--- src/hdl/perf_bench_defs.svh ---
`ifndef PERF_BENCH_DEFS_SVH
`define PERF_BENCH_DEFS_SVH

// AXI-Lite bus widths
`define PB_AXIL_DATA_BITS 64
`define PB_AXIL_ADDR_BITS 6

// Benchmark setting widths
`define PB_VADDR_BITS 48
`define PB_LEN_BITS   28
`define PB_PID_BITS   6

// Register indices, 8-byte spacing
`define PB_REG_CTRL    3'd0
`define PB_REG_DONE    3'd1
`define PB_REG_TIMER   3'd2
`define PB_REG_VADDR   3'd3
`define PB_REG_LEN     3'd4
`define PB_REG_PID     3'd5
`define PB_REG_N_REPS  3'd6
`define PB_REG_N_BEATS 3'd7

// Start codes in CTRL
`define PB_OP_READ  2'd1
`define PB_OP_WRITE 2'd2

`endif

--- src/hdl/perf_bench_pkg.sv ---
`include "perf_bench_defs.svh"

package perf_bench_pkg;

  // AXI-Lite words and addresses
  typedef logic [`PB_AXIL_DATA_BITS-1:0] axil_data_t;
  typedef logic [`PB_AXIL_ADDR_BITS-1:0] axil_addr_t;

  // Buffer settings
  typedef logic [`PB_VADDR_BITS-1:0] vaddr_t;
  typedef logic [`PB_LEN_BITS-1:0]   len_t;
  typedef logic [`PB_PID_BITS-1:0]   pid_t;

  // Counters
  typedef logic [31:0] rep_cnt_t;
  typedef logic [63:0] beat_cnt_t;
  typedef logic [63:0] cycle_cnt_t;

  // Read or write code
  typedef logic [1:0] my_op_t;

  // Engine FSM
  typedef enum logic [1:0] {IDLE, ISSUE, COLLECT} engine_state_t;

endpackage

--- src/hdl/perf_bench_ctrl_parser.sv ---
`timescale 1ns/1ps
`include "perf_bench_defs.svh"

module perf_bench_ctrl_parser (
  input  logic                               aclk,
  input  logic                               aresetn,
  input  perf_bench_pkg::axil_addr_t         s_axil_awaddr,
  input  logic                               s_axil_awvalid,
  output logic                               s_axil_awready,
  input  perf_bench_pkg::axil_data_t         s_axil_wdata,
  input  logic [`PB_AXIL_DATA_BITS/8-1:0]    s_axil_wstrb,
  input  logic                               s_axil_wvalid,
  output logic                               s_axil_wready,
  output logic [1:0]                         s_axil_bresp,
  output logic                               s_axil_bvalid,
  input  logic                               s_axil_bready,
  input  perf_bench_pkg::axil_addr_t         s_axil_araddr,
  input  logic                               s_axil_arvalid,
  output logic                               s_axil_arready,
  output perf_bench_pkg::axil_data_t         s_axil_rdata,
  output logic [1:0]                         s_axil_rresp,
  output logic                               s_axil_rvalid,
  input  logic                               s_axil_rready,
  input  perf_bench_pkg::rep_cnt_t           my_done,
  input  perf_bench_pkg::cycle_cnt_t         my_timer,
  output logic                               my_start,
  output perf_bench_pkg::my_op_t          my_op,
  output perf_bench_pkg::vaddr_t             my_vaddr,
  output perf_bench_pkg::len_t               my_len,
  output perf_bench_pkg::pid_t               my_pid,
  output perf_bench_pkg::rep_cnt_t           my_n_reps,
  output perf_bench_pkg::beat_cnt_t          my_n_beats
);

  //////////////////////////////////////////////////////////////////////
  // Address decode
  //////////////////////////////////////////////////////////////////////

  localparam int N_REGS    = 8;
  localparam int STRB_BITS = `PB_AXIL_DATA_BITS / 8;
  localparam int ADDR_LSB  = $clog2(STRB_BITS);

  perf_bench_pkg::axil_addr_t awaddr_q;
  perf_bench_pkg::axil_addr_t araddr_q;
  logic [`PB_AXIL_ADDR_BITS-ADDR_LSB-1:0] wr_idx;
  logic [`PB_AXIL_ADDR_BITS-ADDR_LSB-1:0] rd_idx;
  logic aw_en;
  logic wr_en;
  logic rd_en;
  logic wr_ok;

  // Register file, DONE and TIMER slots stay zero
  perf_bench_pkg::axil_data_t ctrl_reg [N_REGS];

  // Word index from byte address
  assign wr_idx = awaddr_q[`PB_AXIL_ADDR_BITS-1:ADDR_LSB];
  assign rd_idx = araddr_q[`PB_AXIL_ADDR_BITS-1:ADDR_LSB];

  assign wr_en = s_axil_awready && s_axil_awvalid && s_axil_wready && s_axil_wvalid;
  assign rd_en = s_axil_arready && s_axil_arvalid && !s_axil_rvalid;
  // Status registers are read only
  assign wr_ok = (wr_idx != `PB_REG_DONE) && (wr_idx != `PB_REG_TIMER);

  //////////////////////////////////////////////////////////////////////
  // Register writes
  //////////////////////////////////////////////////////////////////////

  always_ff @(posedge aclk) begin
    if (!aresetn) begin
      for (int r = 0; r < N_REGS; r++) begin
        ctrl_reg[r] <= '0;
      end
    end else begin
      // CTRL is one-shot, cleared unless written this edge
      ctrl_reg[`PB_REG_CTRL] <= '0;
      if (wr_en && wr_ok) begin
        for (int i = 0; i < STRB_BITS; i++) begin
          // Byte lanes under strobe only
          if (s_axil_wstrb[i]) begin
            ctrl_reg[wr_idx][i*8 +: 8] <= s_axil_wdata[i*8 +: 8];
          end
        end
      end
    end
  end

  // Settings out
  assign my_op      = ctrl_reg[`PB_REG_CTRL][1:0];
  assign my_vaddr   = perf_bench_pkg::vaddr_t'(ctrl_reg[`PB_REG_VADDR]);
  assign my_len     = perf_bench_pkg::len_t'(ctrl_reg[`PB_REG_LEN]);
  assign my_pid     = perf_bench_pkg::pid_t'(ctrl_reg[`PB_REG_PID]);
  assign my_n_reps  = perf_bench_pkg::rep_cnt_t'(ctrl_reg[`PB_REG_N_REPS]);
  assign my_n_beats = perf_bench_pkg::beat_cnt_t'(ctrl_reg[`PB_REG_N_BEATS]);

  // Only read and write codes start a run
  assign my_start = (my_op == `PB_OP_READ) || (my_op == `PB_OP_WRITE);

  //////////////////////////////////////////////////////////////////////
  // Write channel handshake
  //////////////////////////////////////////////////////////////////////

  always_ff @(posedge aclk) begin
    if (!aresetn) begin
      s_axil_awready <= 1'b0;
      s_axil_wready  <= 1'b0;
      aw_en          <= 1'b1;
      awaddr_q       <= '0;
    end else begin
      // Address and data taken together, one write in flight
      if (!s_axil_awready && s_axil_awvalid && s_axil_wvalid && aw_en) begin
        s_axil_awready <= 1'b1;
        s_axil_wready  <= 1'b1;
        aw_en          <= 1'b0;
        awaddr_q       <= s_axil_awaddr;
      end else begin
        s_axil_awready <= 1'b0;
        s_axil_wready  <= 1'b0;
        // Reopen after the response is taken
        if (s_axil_bready && s_axil_bvalid) begin
          aw_en <= 1'b1;
        end
      end
    end
  end

  always_ff @(posedge aclk) begin
    if (!aresetn) begin
      s_axil_bvalid <= 1'b0;
    end else if (wr_en && !s_axil_bvalid) begin
      s_axil_bvalid <= 1'b1;
    end else if (s_axil_bready && s_axil_bvalid) begin
      s_axil_bvalid <= 1'b0;
    end
  end

  // Always OKAY
  assign s_axil_bresp = 2'b00;
  assign s_axil_rresp = 2'b00;

  //////////////////////////////////////////////////////////////////////
  // Read channel handshake and data
  //////////////////////////////////////////////////////////////////////

  always_ff @(posedge aclk) begin
    if (!aresetn) begin
      s_axil_arready <= 1'b0;
      araddr_q       <= '0;
    end else if (!s_axil_arready && s_axil_arvalid && !s_axil_rvalid) begin
      s_axil_arready <= 1'b1;
      araddr_q       <= s_axil_araddr;
    end else begin
      s_axil_arready <= 1'b0;
    end
  end

  always_ff @(posedge aclk) begin
    if (!aresetn) begin
      s_axil_rvalid <= 1'b0;
      s_axil_rdata  <= '0;
    end else if (rd_en) begin
      s_axil_rvalid <= 1'b1;
      // Status only, settings read back as zero
      case (rd_idx)
        `PB_REG_DONE:  s_axil_rdata <= perf_bench_pkg::axil_data_t'(my_done);
        `PB_REG_TIMER: s_axil_rdata <= perf_bench_pkg::axil_data_t'(my_timer);
        default:       s_axil_rdata <= '0;
      endcase
    end else if (s_axil_rvalid && s_axil_rready) begin
      s_axil_rvalid <= 1'b0;
    end
  end

  // Responses held until the host takes them
  assert property (@(posedge aclk) disable iff (!aresetn)
    s_axil_bvalid && !s_axil_bready |=> s_axil_bvalid);
  assert property (@(posedge aclk) disable iff (!aresetn)
    s_axil_rvalid && !s_axil_rready |=> s_axil_rvalid);

endmodule

--- src/hdl/perf_bench_engine.sv ---
`timescale 1ns/1ps

module perf_bench_engine (
  input  logic                        aclk,
  input  logic                        aresetn,
  input  logic                        my_start,
  input  perf_bench_pkg::my_op_t   my_op,
  input  perf_bench_pkg::vaddr_t      my_vaddr,
  input  perf_bench_pkg::len_t        my_len,
  input  perf_bench_pkg::pid_t        my_pid,
  input  perf_bench_pkg::rep_cnt_t    my_n_reps,
  input  perf_bench_pkg::beat_cnt_t   my_n_beats,
  input  logic                        beat_strobe,
  output logic                        req_strobe,
  output perf_bench_pkg::my_op_t   req_op,
  output perf_bench_pkg::vaddr_t      req_vaddr,
  output perf_bench_pkg::len_t        req_len,
  output perf_bench_pkg::pid_t        req_pid,
  output logic                        run_start,
  output logic                        rep_done,
  output logic                        busy
);

  perf_bench_pkg::engine_state_t state;
  perf_bench_pkg::engine_state_t state_nxt;
  perf_bench_pkg::rep_cnt_t      rep_idx;
  perf_bench_pkg::rep_cnt_t      n_reps_q;
  perf_bench_pkg::beat_cnt_t     beat_cnt;
  perf_bench_pkg::beat_cnt_t     n_beats_q;
  logic                          last_rep;

  //////////////////////////////////////////////////////////////////////
  // Control
  //////////////////////////////////////////////////////////////////////

  // Starts seen only in IDLE, so a start while busy is dropped
  assign run_start = (state == perf_bench_pkg::IDLE) && my_start;
  // Beat that completes the repetition
  assign rep_done  = (state == perf_bench_pkg::COLLECT) && beat_strobe &&
                     (beat_cnt + 64'd1 >= n_beats_q);
  assign last_rep  = (rep_idx + 32'd1 >= n_reps_q);
  assign busy      = (state != perf_bench_pkg::IDLE);

  always_comb begin
    state_nxt = state;
    case (state)
      perf_bench_pkg::IDLE: begin
        // Zero reps: run_start only, no request
        if (my_start && (my_n_reps != '0)) begin
          state_nxt = perf_bench_pkg::ISSUE;
        end
      end
      perf_bench_pkg::ISSUE: begin
        state_nxt = perf_bench_pkg::COLLECT;
      end
      perf_bench_pkg::COLLECT: begin
        if (rep_done) begin
          state_nxt = last_rep ? perf_bench_pkg::IDLE : perf_bench_pkg::ISSUE;
        end
      end
      default: state_nxt = perf_bench_pkg::IDLE;
    endcase
  end

  always_ff @(posedge aclk) begin
    if (!aresetn) begin
      state      <= perf_bench_pkg::IDLE;
      req_strobe <= 1'b0;
      rep_idx    <= '0;
      beat_cnt   <= '0;
    end else begin
      state      <= state_nxt;
      // Strobe lines up with the single ISSUE cycle
      req_strobe <= (state_nxt == perf_bench_pkg::ISSUE);
      if (run_start) begin
        rep_idx <= '0;
      end else if (rep_done) begin
        rep_idx <= rep_idx + 32'd1;
      end
      // Fresh beat count per request
      if (state == perf_bench_pkg::ISSUE) begin
        beat_cnt <= '0;
      end else if ((state == perf_bench_pkg::COLLECT) && beat_strobe) begin
        beat_cnt <= beat_cnt + 64'd1;
      end
    end
  end

  //////////////////////////////////////////////////////////////////////
  // Request payload
  //////////////////////////////////////////////////////////////////////

  always_ff @(posedge aclk) begin
    if (run_start) begin
      req_op    <= my_op;
      req_vaddr <= my_vaddr;
      req_len   <= my_len;
      req_pid   <= my_pid;
      n_reps_q  <= my_n_reps;
      n_beats_q <= my_n_beats;
    end else if (rep_done) begin
      // Next buffer slice
      req_vaddr <= req_vaddr + perf_bench_pkg::vaddr_t'(req_len);
    end
  end

  // Each request follows an accepted start or a finished repetition
  assert property (@(posedge aclk) disable iff (!aresetn)
    req_strobe |-> $past(run_start || rep_done));
  assert property (@(posedge aclk) disable iff (!aresetn)
    !(req_strobe && rep_done));

endmodule

--- src/hdl/perf_bench_stats.sv ---
`timescale 1ns/1ps

module perf_bench_stats (
  input  logic                         aclk,
  input  logic                         aresetn,
  input  logic                         run_start,
  input  logic                         rep_done,
  input  logic                         busy,
  output perf_bench_pkg::rep_cnt_t     my_done,
  output perf_bench_pkg::cycle_cnt_t   my_timer
);

  //////////////////////////////////////////////////////////////////////
  // Completions and run time
  //////////////////////////////////////////////////////////////////////

  always_ff @(posedge aclk) begin
    if (!aresetn) begin
      my_done  <= '0;
      my_timer <= '0;
    end else if (run_start) begin
      // New run, previous result dropped
      my_done  <= '0;
      my_timer <= '0;
    end else begin
      if (rep_done) begin
        my_done <= my_done + 32'd1;
      end
      // Counts busy cycles only, holds afterwards
      if (busy) begin
        my_timer <= my_timer + 64'd1;
      end
    end
  end

  // Engine completes reps only inside a run
  assert property (@(posedge aclk) disable iff (!aresetn)
    rep_done |-> busy);

endmodule

--- src/hdl/perf_bench_top.sv ---
`timescale 1ns/1ps
`include "perf_bench_defs.svh"

module perf_bench_top (
  input  logic                               aclk,
  input  logic                               aresetn,
  input  perf_bench_pkg::axil_addr_t         s_axil_awaddr,
  input  logic                               s_axil_awvalid,
  output logic                               s_axil_awready,
  input  perf_bench_pkg::axil_data_t         s_axil_wdata,
  input  logic [`PB_AXIL_DATA_BITS/8-1:0]    s_axil_wstrb,
  input  logic                               s_axil_wvalid,
  output logic                               s_axil_wready,
  output logic [1:0]                         s_axil_bresp,
  output logic                               s_axil_bvalid,
  input  logic                               s_axil_bready,
  input  perf_bench_pkg::axil_addr_t         s_axil_araddr,
  input  logic                               s_axil_arvalid,
  output logic                               s_axil_arready,
  output perf_bench_pkg::axil_data_t         s_axil_rdata,
  output logic [1:0]                         s_axil_rresp,
  output logic                               s_axil_rvalid,
  input  logic                               s_axil_rready,
  output logic                               req_strobe,
  output perf_bench_pkg::my_op_t          req_op,
  output perf_bench_pkg::vaddr_t             req_vaddr,
  output perf_bench_pkg::len_t               req_len,
  output perf_bench_pkg::pid_t               req_pid,
  input  logic                               beat_strobe
);

  // Parser to engine
  logic                         my_start;
  perf_bench_pkg::my_op_t    my_op;
  perf_bench_pkg::vaddr_t       my_vaddr;
  perf_bench_pkg::len_t         my_len;
  perf_bench_pkg::pid_t         my_pid;
  perf_bench_pkg::rep_cnt_t     my_n_reps;
  perf_bench_pkg::beat_cnt_t    my_n_beats;

  // Engine to stats
  logic                         run_start;
  logic                         rep_done;
  logic                         busy;

  // Stats back to the host
  perf_bench_pkg::rep_cnt_t     my_done;
  perf_bench_pkg::cycle_cnt_t   my_timer;

  // Port names match across blocks
  perf_bench_ctrl_parser u_ctrl_parser (.*);

  perf_bench_engine u_engine (.*);

  perf_bench_stats u_stats (.*);

endmodule

--- config.mk ---
export PLATFORM = sky130hd
export DESIGN_NAME = perf_bench_top
export DESIGN_NICKNAME = d
export VERILOG_FILES = /design/src/hdl/perf_bench_pkg.sv /design/src/hdl/perf_bench_ctrl_parser.sv /design/src/hdl/perf_bench_engine.sv /design/src/hdl/perf_bench_stats.sv /design/src/hdl/perf_bench_top.sv
export VERILOG_INCLUDE_DIRS = /design/src /design/src/hdl
export SDC_FILE = /design/constraint.sdc
export NUM_CORES = 1
export LEC_CHECK = 0
export BUFFER_PORTS_ARGS = -buffer_cell sky130_fd_sc_hd__clkbuf_2
export CORE_MARGIN = 5
export CORE_UTILIZATION = 60
export CTS_BUF_LIST = sky130_fd_sc_hd__clkbuf_8 sky130_fd_sc_hd__clkbuf_16
export CTS_CLUSTER_SIZE = 8
export DETAILED_ROUTE_END_ITERATION = 12
export GPL_ROUTABILITY_DRIVEN = 0
export PLACE_DENSITY = 0.79
export RECOVER_POWER = 50
export SLEW_MARGIN = 10
export SYNTH_ARGS = -nofsm -noshare
export SYNTH_HDL_FRONTEND = slang
export SYNTH_SLANG_ARGS = --single-unit
--- constraint.sdc ---
create_clock -name aclk -period 9.1 [get_ports aclk]
set_input_delay 1.365 -clock aclk [delete_from_list [all_inputs] [get_ports aclk]]
set_output_delay 1.365 -clock aclk [all_outputs]
set_load 0.01 [all_outputs]
==> results of run 1 <==
## metal layers
layer	routed length, um	vias up	global-route usage [%]
met5	13	-	0
met4	2380	2	9.02
met3	5230	194	5.13
met2	35800	926	42.8
met1	29400	11230	32.6
li1	-	11071	-
## cell families (layout without fill, tap and decap cells)
logic type      Yosys count  count (layout)  synth area share (%)
flops                   630             630                  53.2
simple gates           1213            1213                  21.1
compound gates          422             422                  9.20
other cells               1               4                0.0123
mux                      37              37                  1.23
fa+ha+maj               129             129                  5.33
xor+xnor                215             215                  6.19
buf+inv                 290             524                  3.75
## through the flow
| stage | area, um2 | setup WS (ps) |
|---|---|---|
| 2_1_floorplan | 30400 | 1430 |
| 3_3_place_gp | 32000 | 3300 |
| 3_5_place_dp | 32000 | 3140 |
| 4_1_cts | 34500 | 3070 |
| 5_1_grt | 34300 | 2000 |
| 6_report | 34300 | 2310 |
## critical path, cell delays in order
cell and delay (ps):
clkbuf_2 70, clkbuf_1 1930, clkinvlp_2 390, clkbuf_1 1140
nor2_1 470, nand2_1 150, nor2_1 670, and3_1 460
nand2b_1 360
## layout make-up
cell class / instances / area [um2] / area share, %
multi-input cells: 2020 / 13200 / 38.4
well taps: 672 / 841 / 2.45
flip-flops and latches: 630 / 16200 / 47.3
clock inverters: 46 / 235 / 0.686
repair buffers: 259 / 1120 / 3.28
inverters: 130 / 490 / 1.43
clock buffers: 89 / 2230 / 6.50
## cells in the final DEF (no fill, tap or decap), types with 39 or more instances in the layout
master     count
edfxtp_1     358
nor2_1       286
dfxtp_1      272
nand2_1      233
inv_1        169
clkbuf_1     162
and3_1       159
a21oi_1      129
ha_1         128
xor2_1       117
nand3_1      101
xnor2_1       98
clkbuf_16     89
clkbuf_2      85
or3_1         75
o21ai_0       71
nand4_1       64
and2_1        63
nor3_1        46
o31ai_1       39
## path summary, 6_finish.rpt
check	startpoint	endpoint	slack, ps	cells past startpoint
worst min register to register	u_ctrl_parser.ctrl_reg[7][46]	u_engine.n_beats_q[46]	410	0
worst max register to register	u_ctrl_parser.ctrl_reg[0][0]	u_engine.req_vaddr[32]	2530	7
worst max-delay path	aresetn	u_ctrl_parser.ctrl_reg[6][30]	2310	9
worst min-delay path	u_ctrl_parser.ctrl_reg[7][46]	u_engine.n_beats_q[46]	410	0
## power groups by stage
stage	combinational [mW]	clock [mW]	sequential [mW]
after floorplan	0.0641	0	3.10
after global placement	0.117	0	3.10
after detailed placement	0.122	0	3.10
after CTS	0.122	2.97	3.05
after global routing	0.132	3.10	3.05
final	0.122	2.92	3.05
==> results.sh, run 1 <==
export IMPL_outcome="finished, violations left"
export IMPL_violations="capacitance limit, slew limit"
export IMPL_post_drt_via_cell_ratio=6.09
export IMPL_synth_area_leaders="edfxtp_1, dfxtp_1, ha_1"
export IMPL_synth_main_ff_cell="edfxtp_1"
export IMPL_drive_gt1_share_pct=7.56
export IMPL_netlist_instances=2937
export IMPL_cp_max_fo=61
export IMPL_fin_crit_ps=6790
export IMPL_cts_sinks=630
export IMPL_fillCellCount=3630
export IMPL_worst_pin_slew_ps=3990
export IMPL_slew_viol_final=549
export IMPL_htreeDepth=3
export IMPL_ys_types=79
export IMPL_drc=0
export IMPL_area_growth_pct=12.6
export IMPL_slew_headroom_pct=-166
export IMPL_power_switching_mw=1.29
export IMPL_tritoncts="yes"
export IMPL_antenna_found_initial=2
export IMPL_place_inst=3711
export IMPL_io_buffers=239
export IMPL_rsz0062_at_grt="no"
export IMPL_internal_power_mw=4.81
export IMPL_finalCritPeriodShare_pct=74.6
export IMPL_fmax_ghz=0.147
export IMPL_post_cts_buffers=0
export IMPL_largest_reg_flops=180
export IMPL_worstPathArrival_ps=7040
export IMPL_finalSetupTns_ps=0
export IMPL_grt_pass1_vias=23036
export IMPL_wl_per_cell_um=18.9
export IMPL_synth_most_common_cell="edfxtp_1"
export IMPL_cts_root_buf="clkbuf_16"
export IMPL_cts_resized_gates=0
export IMPL_fin_hold_ws_ps=414
export IMPL_holdBufCountCts=0
export IMPL_detail_route_antenna_nets=0
export IMPL_ios=250
export IMPL_path_clk_slew_ps=50
export IMPL_p_sw_share_pct=21.1
export IMPL_yosys_warnings=0
export IMPL_synthArstFlopShare_pct=0
export IMPL_p_total_mw=6.10
export IMPL_core_area_um2=50200
export IMPL_final_core_util_pct=68.3
export IMPL_max_cap_violations=9
export IMPL_wl_um=72800
export IMPL_drtIter0Drc=2109
export IMPL_final_hold_viol_count=0
export IMPL_num_rows=82
export IMPL_setup_viol=0
export IMPL_power_density_nw_per_um2=178
export IMPL_ys_seq_elements=630
export IMPL_worst_hold_path_type="flip-flop to flip-flop"
export IMPL_dieArea_um2=55300
export IMPL_dp_hpwl_um=49100
export IMPL_final_cells=3846
export IMPL_skew_ps=20.8
export IMPL_synth_top_cell_by_area="edfxtp_1"
export IMPL_start_kind="primary input"
export IMPL_pwr_share_comb_pct=2.0
export IMPL_die_width_um=235
export IMPL_critical_path_class="primary input to flip-flop"
export IMPL_power_frac_seq_pct=50.0
export IMPL_gr_total_overflow=0
export IMPL_synth_top_area_share_pct=35.3
export IMPL_synth_edf_count=358
export IMPL_syn_area_um2=30400
export IMPL_initial_core_util_pct=60.6
export IMPL_syn_avg_cell_area_um2=10.4
export IMPL_diodes=0
export IMPL_power_leakage_nw=13.6
export IMPL_die_h_um=235
export IMPL_p_clk_share_pct=48.0
export IMPL_cts_buffer_depth=3
export IMPL_first_pass_iters=6
export IMPL_synth_seq_area_share_pct=53.2
export IMPL_worst_endpoint_required_ps=9350
export IMPL_clk_latency_ps=630
export IMPL_crit_path_end_kind="flip-flop"
export IMPL_vdd_drop_max_uv=198
export IMPL_grt_usage_pct=25.3
export IMPL_grt_pass1_wl_um=117000
export IMPL_synth_commonest_cells="edfxtp_1, nor2_1, dfxtp_1, nand2_1, and3_1"
export IMPL_nNetsFinal=3350
export IMPL_cts_buffers=88
export IMPL_vias=23423
export IMPL_grt_start_max_net_pins=99
No activity file was read; power rests on OpenSTA's default activity.
==> run 2: changes to the inputs <==
--- a/config.mk
+++ b/config.mk
@@ -6,14 +6,15 @@
 export SDC_FILE = /design/constraint.sdc
 export NUM_CORES = 1
 export LEC_CHECK = 0
+export ABC_AREA = 1
 export BUFFER_PORTS_ARGS = -buffer_cell sky130_fd_sc_hd__clkbuf_2
 export CORE_MARGIN = 5
-export CORE_UTILIZATION = 60
+export CORE_UTILIZATION = 55
 export CTS_BUF_LIST = sky130_fd_sc_hd__clkbuf_8 sky130_fd_sc_hd__clkbuf_16
 export CTS_CLUSTER_SIZE = 8
 export DETAILED_ROUTE_END_ITERATION = 12
 export GPL_ROUTABILITY_DRIVEN = 0
-export PLACE_DENSITY = 0.79
+export PLACE_DENSITY = 0.76
 export RECOVER_POWER = 50
 export SLEW_MARGIN = 10
 export SYNTH_ARGS = -nofsm -noshare
==> constraint.sdc (replaced) <==
create_clock -name aclk -period 5.5 [get_ports aclk]
set_input_delay 0.825 -clock aclk [delete_from_list [all_inputs] [get_ports aclk]]
set_output_delay 0.825 -clock aclk [all_outputs]
set_load 0.01 [all_outputs]
==> run 2 against run 1 <==
Power grew 66%; clock power grew 67%; setup slack lost 1500 ps; sequential share of layout area shrank 2.9 points; the flow still finishes with violations (capacitance limit, slew limit); worst hold slack lost 16 ps; global-route usage grew 1.1 points.
==> results.sh, run 2 <==
export IMPL_outcome="finished, violations left"
export IMPL_violations="capacitance limit, slew limit"
export IMPL_power_density_nw_per_um2=278
export IMPL_fillCellCount=4977
export IMPL_critical_path_class="flip-flop to flip-flop"
export IMPL_synth_top_cell_by_area="edfxtp_1"
export IMPL_dp_hpwl_um=63800
export IMPL_slew_headroom_pct=-126
export IMPL_yosys_warnings=0
export IMPL_num_rows=88
export IMPL_die_width_um=252
export IMPL_core_area_um2=57900
export IMPL_max_cap_violations=2
export IMPL_ys_types=54
export IMPL_synth_commonest_cells="nand2_1, nor2_1, inv_1, edfxtp_1, dfxtp_1"
export IMPL_fmax_ghz=0.212
export IMPL_register_area_um2=16200
export IMPL_wl_per_cell_um=17.7
export IMPL_power_leakage_nw=15.0
export IMPL_grt_pass1_vias=25366
export IMPL_cts_sinks=630
export IMPL_worst_path_most_repeated_cell="nand2_1"
export IMPL_ys_seq_elements=630
export IMPL_syn_avg_cell_area_um2=8.37
export IMPL_area_growth_pct=12.9
export IMPL_tritoncts="yes"
export IMPL_rsz0062_at_grt="no"
export IMPL_top_layer_used="met4"
export IMPL_post_drt_via_cell_ratio=5.53
export IMPL_synthArstFlopShare_pct=0
export IMPL_die_h_um=252
export IMPL_cp_cell_sequence="nor2_4, nand3_1, buf_4, nand2_1, clkinv_1, nand2_1, o21ba_2"
export IMPL_post_place_ws_ps=1090
export IMPL_fin_area_um2=36500
export IMPL_ios=250
export IMPL_initial_core_util_pct=55.8
export IMPL_setup_viol=0
export IMPL_cts_resized_gates=0
export IMPL_path_clk_slew_ps=50
export IMPL_synth_top_area_share_pct=33.3
export IMPL_vias=27208
export IMPL_clk_latency_ps=640
export IMPL_crit_buf_inv=2
export IMPL_pwr_share_comb_pct=2.1
export IMPL_final_common_cell="nand2_1"
export IMPL_grt_start_max_net_pins=100
export IMPL_power_frac_seq_pct=49.8
export IMPL_synth_main_ff_cell="edfxtp_1"
export IMPL_final_hold_viol_count=0
export IMPL_place_area_um2=34200
export IMPL_synth_edf_count=358
export IMPL_synth_seq_area_share_pct=50.1
export IMPL_vdd_drop_max_uv=239
export IMPL_post_cts_buffers=0
export IMPL_fin_hold_ws_ps=398
export IMPL_fin_ws_ps=773
export IMPL_io_buffers=239
export IMPL_drtIter0Drc=2801
export IMPL_worst_hold_path_type="primary input to flip-flop"
export IMPL_finalCritPeriodShare_pct=85.9
export IMPL_worst_endpoint_required_ps=6020
export IMPL_fin_crit_ps=4730
export IMPL_start_kind="flip-flop"
export IMPL_nNetsFinal=4330
export IMPL_cts_root_buf="clkbuf_16"
export IMPL_min_path_cells=2
export IMPL_crit_slowest_cell="nand2_1"
export IMPL_grt_pass1_wl_um=135000
export IMPL_gr_total_overflow=0
export IMPL_antenna_found_initial=1
export IMPL_cp_top_family="simple AND/OR/NAND/NOR gates"
export IMPL_slew_viol_final=123
export IMPL_worstPathArrival_ps=5250
export IMPL_dr_wl_met3_um=6740
export IMPL_cts_buffer_depth=3
export IMPL_first_pass_iters=6
export IMPL_cp_max_fo=50
export IMPL_finalSetupTns_ps=0
export IMPL_wl_um=87300
export IMPL_cpPeakStageDelay_ps=1430
export IMPL_dieArea_um2=63700
export IMPL_syn_area_um2=32300
export IMPL_detail_route_antenna_nets=0
export IMPL_worst_pin_slew_ps=3380
export IMPL_cp_depth=7
export IMPL_holdBufCountCts=0
export IMPL_grt_usage_pct=26.4
export IMPL_internal_power_mw=7.94
export IMPL_skew_ps=33.4
export IMPL_wl_met1_um=36200
export IMPL_power_switching_mw=2.20
export IMPL_routed_wl_met2_um=41000
export IMPL_multi_input_area_um2=13800
export IMPL_cts_buffers=88
export IMPL_htreeDepth=3
export IMPL_synth_area_leaders="edfxtp_1, dfxtp_1, nand2_1"
export IMPL_largest_reg_flops=180
export IMPL_drive_gt1_share_pct=6.95
export IMPL_mostFrequentLayoutCells="nand2_1, inv_1, nor2_1"
export IMPL_synth_most_common_cell="nand2_1"
export IMPL_p_clk_share_pct=48.1
export IMPL_p_sw_share_pct=21.7
export IMPL_drc=0
export IMPL_r2r_cells=7
export IMPL_crit_path_end_kind="flip-flop"
export IMPL_netlist_instances=3862
run 2: worst paths after layout:
path	to	slack (ps)	from
setup / recovery	u_stats.my_timer[55]	770	u_engine.state[1]
hold / removal	u_ctrl_parser.s_axil_bvalid	400	s_axil_bready
setup reg to reg	u_stats.my_timer[55]	770	u_engine.state[1]
hold reg to reg	u_engine.req_len[21]	400	u_ctrl_parser.ctrl_reg[4][21]
run 2: per-layer routing:
layer | up-vias | global-route usage [%]
li1 | 13265 | -
met1 | 12589 | 35.5
met2 | 1149 | 43.2
met3 | 205 | 5.01
met4 | 0 | 9.48
met5 | - | 0
run 2: area by class of cell:
| class | count | share of cell area (%) |
|---|---|---|
| Clock buffer | 88 | 6.04 |
| Antenna cell | 1 | 0.00686 |
| Inverter | 518 | 5.35 |
| Sequential cell | 630 | 44.4 |
| Multi-Input combinational cell | 2614 | 37.7 |
| Timing Repair Buffer | 257 | 3.11 |
| Tap cell | 765 | 2.62 |
| Clock inverter | 49 | 0.782 |
run 2: power groups by stage:
stage	registers, mW	clock network [mW]	logic, mW
floorplan	5.13	0	0.116
global placement	5.14	0	0.206
detailed placement	5.14	0	0.209
CTS	5.05	4.93	0.210
global route	5.05	5.14	0.227
finish	5.05	4.88	0.208
run 2: logic make-up (layout without fill, tap and decap cells):
kind of cell,after synthesis,count (layout),share of synthesized area [%]
buffers and inverters,621,912,7.37
AOI/OAI and AO/OA,503,503,8.46
xor gates and xnor gates,160,160,4.34
DFF,630,630,50.1
and+or+nand+nor,1818,1818,24.7
other,1,5,0.0116
adders and majority gates,129,129,5.02
run 2: per-stage QoR:
step	power [mW]	instances	utilization, %
floorplan	5.24	3865	-
global placement	5.34	4784	59.1
detailed placement	5.35	4784	59.1
CTS	10.2	4921	63.4
global route	10.4	4922	63.0
finish	10.1	4922	63.0
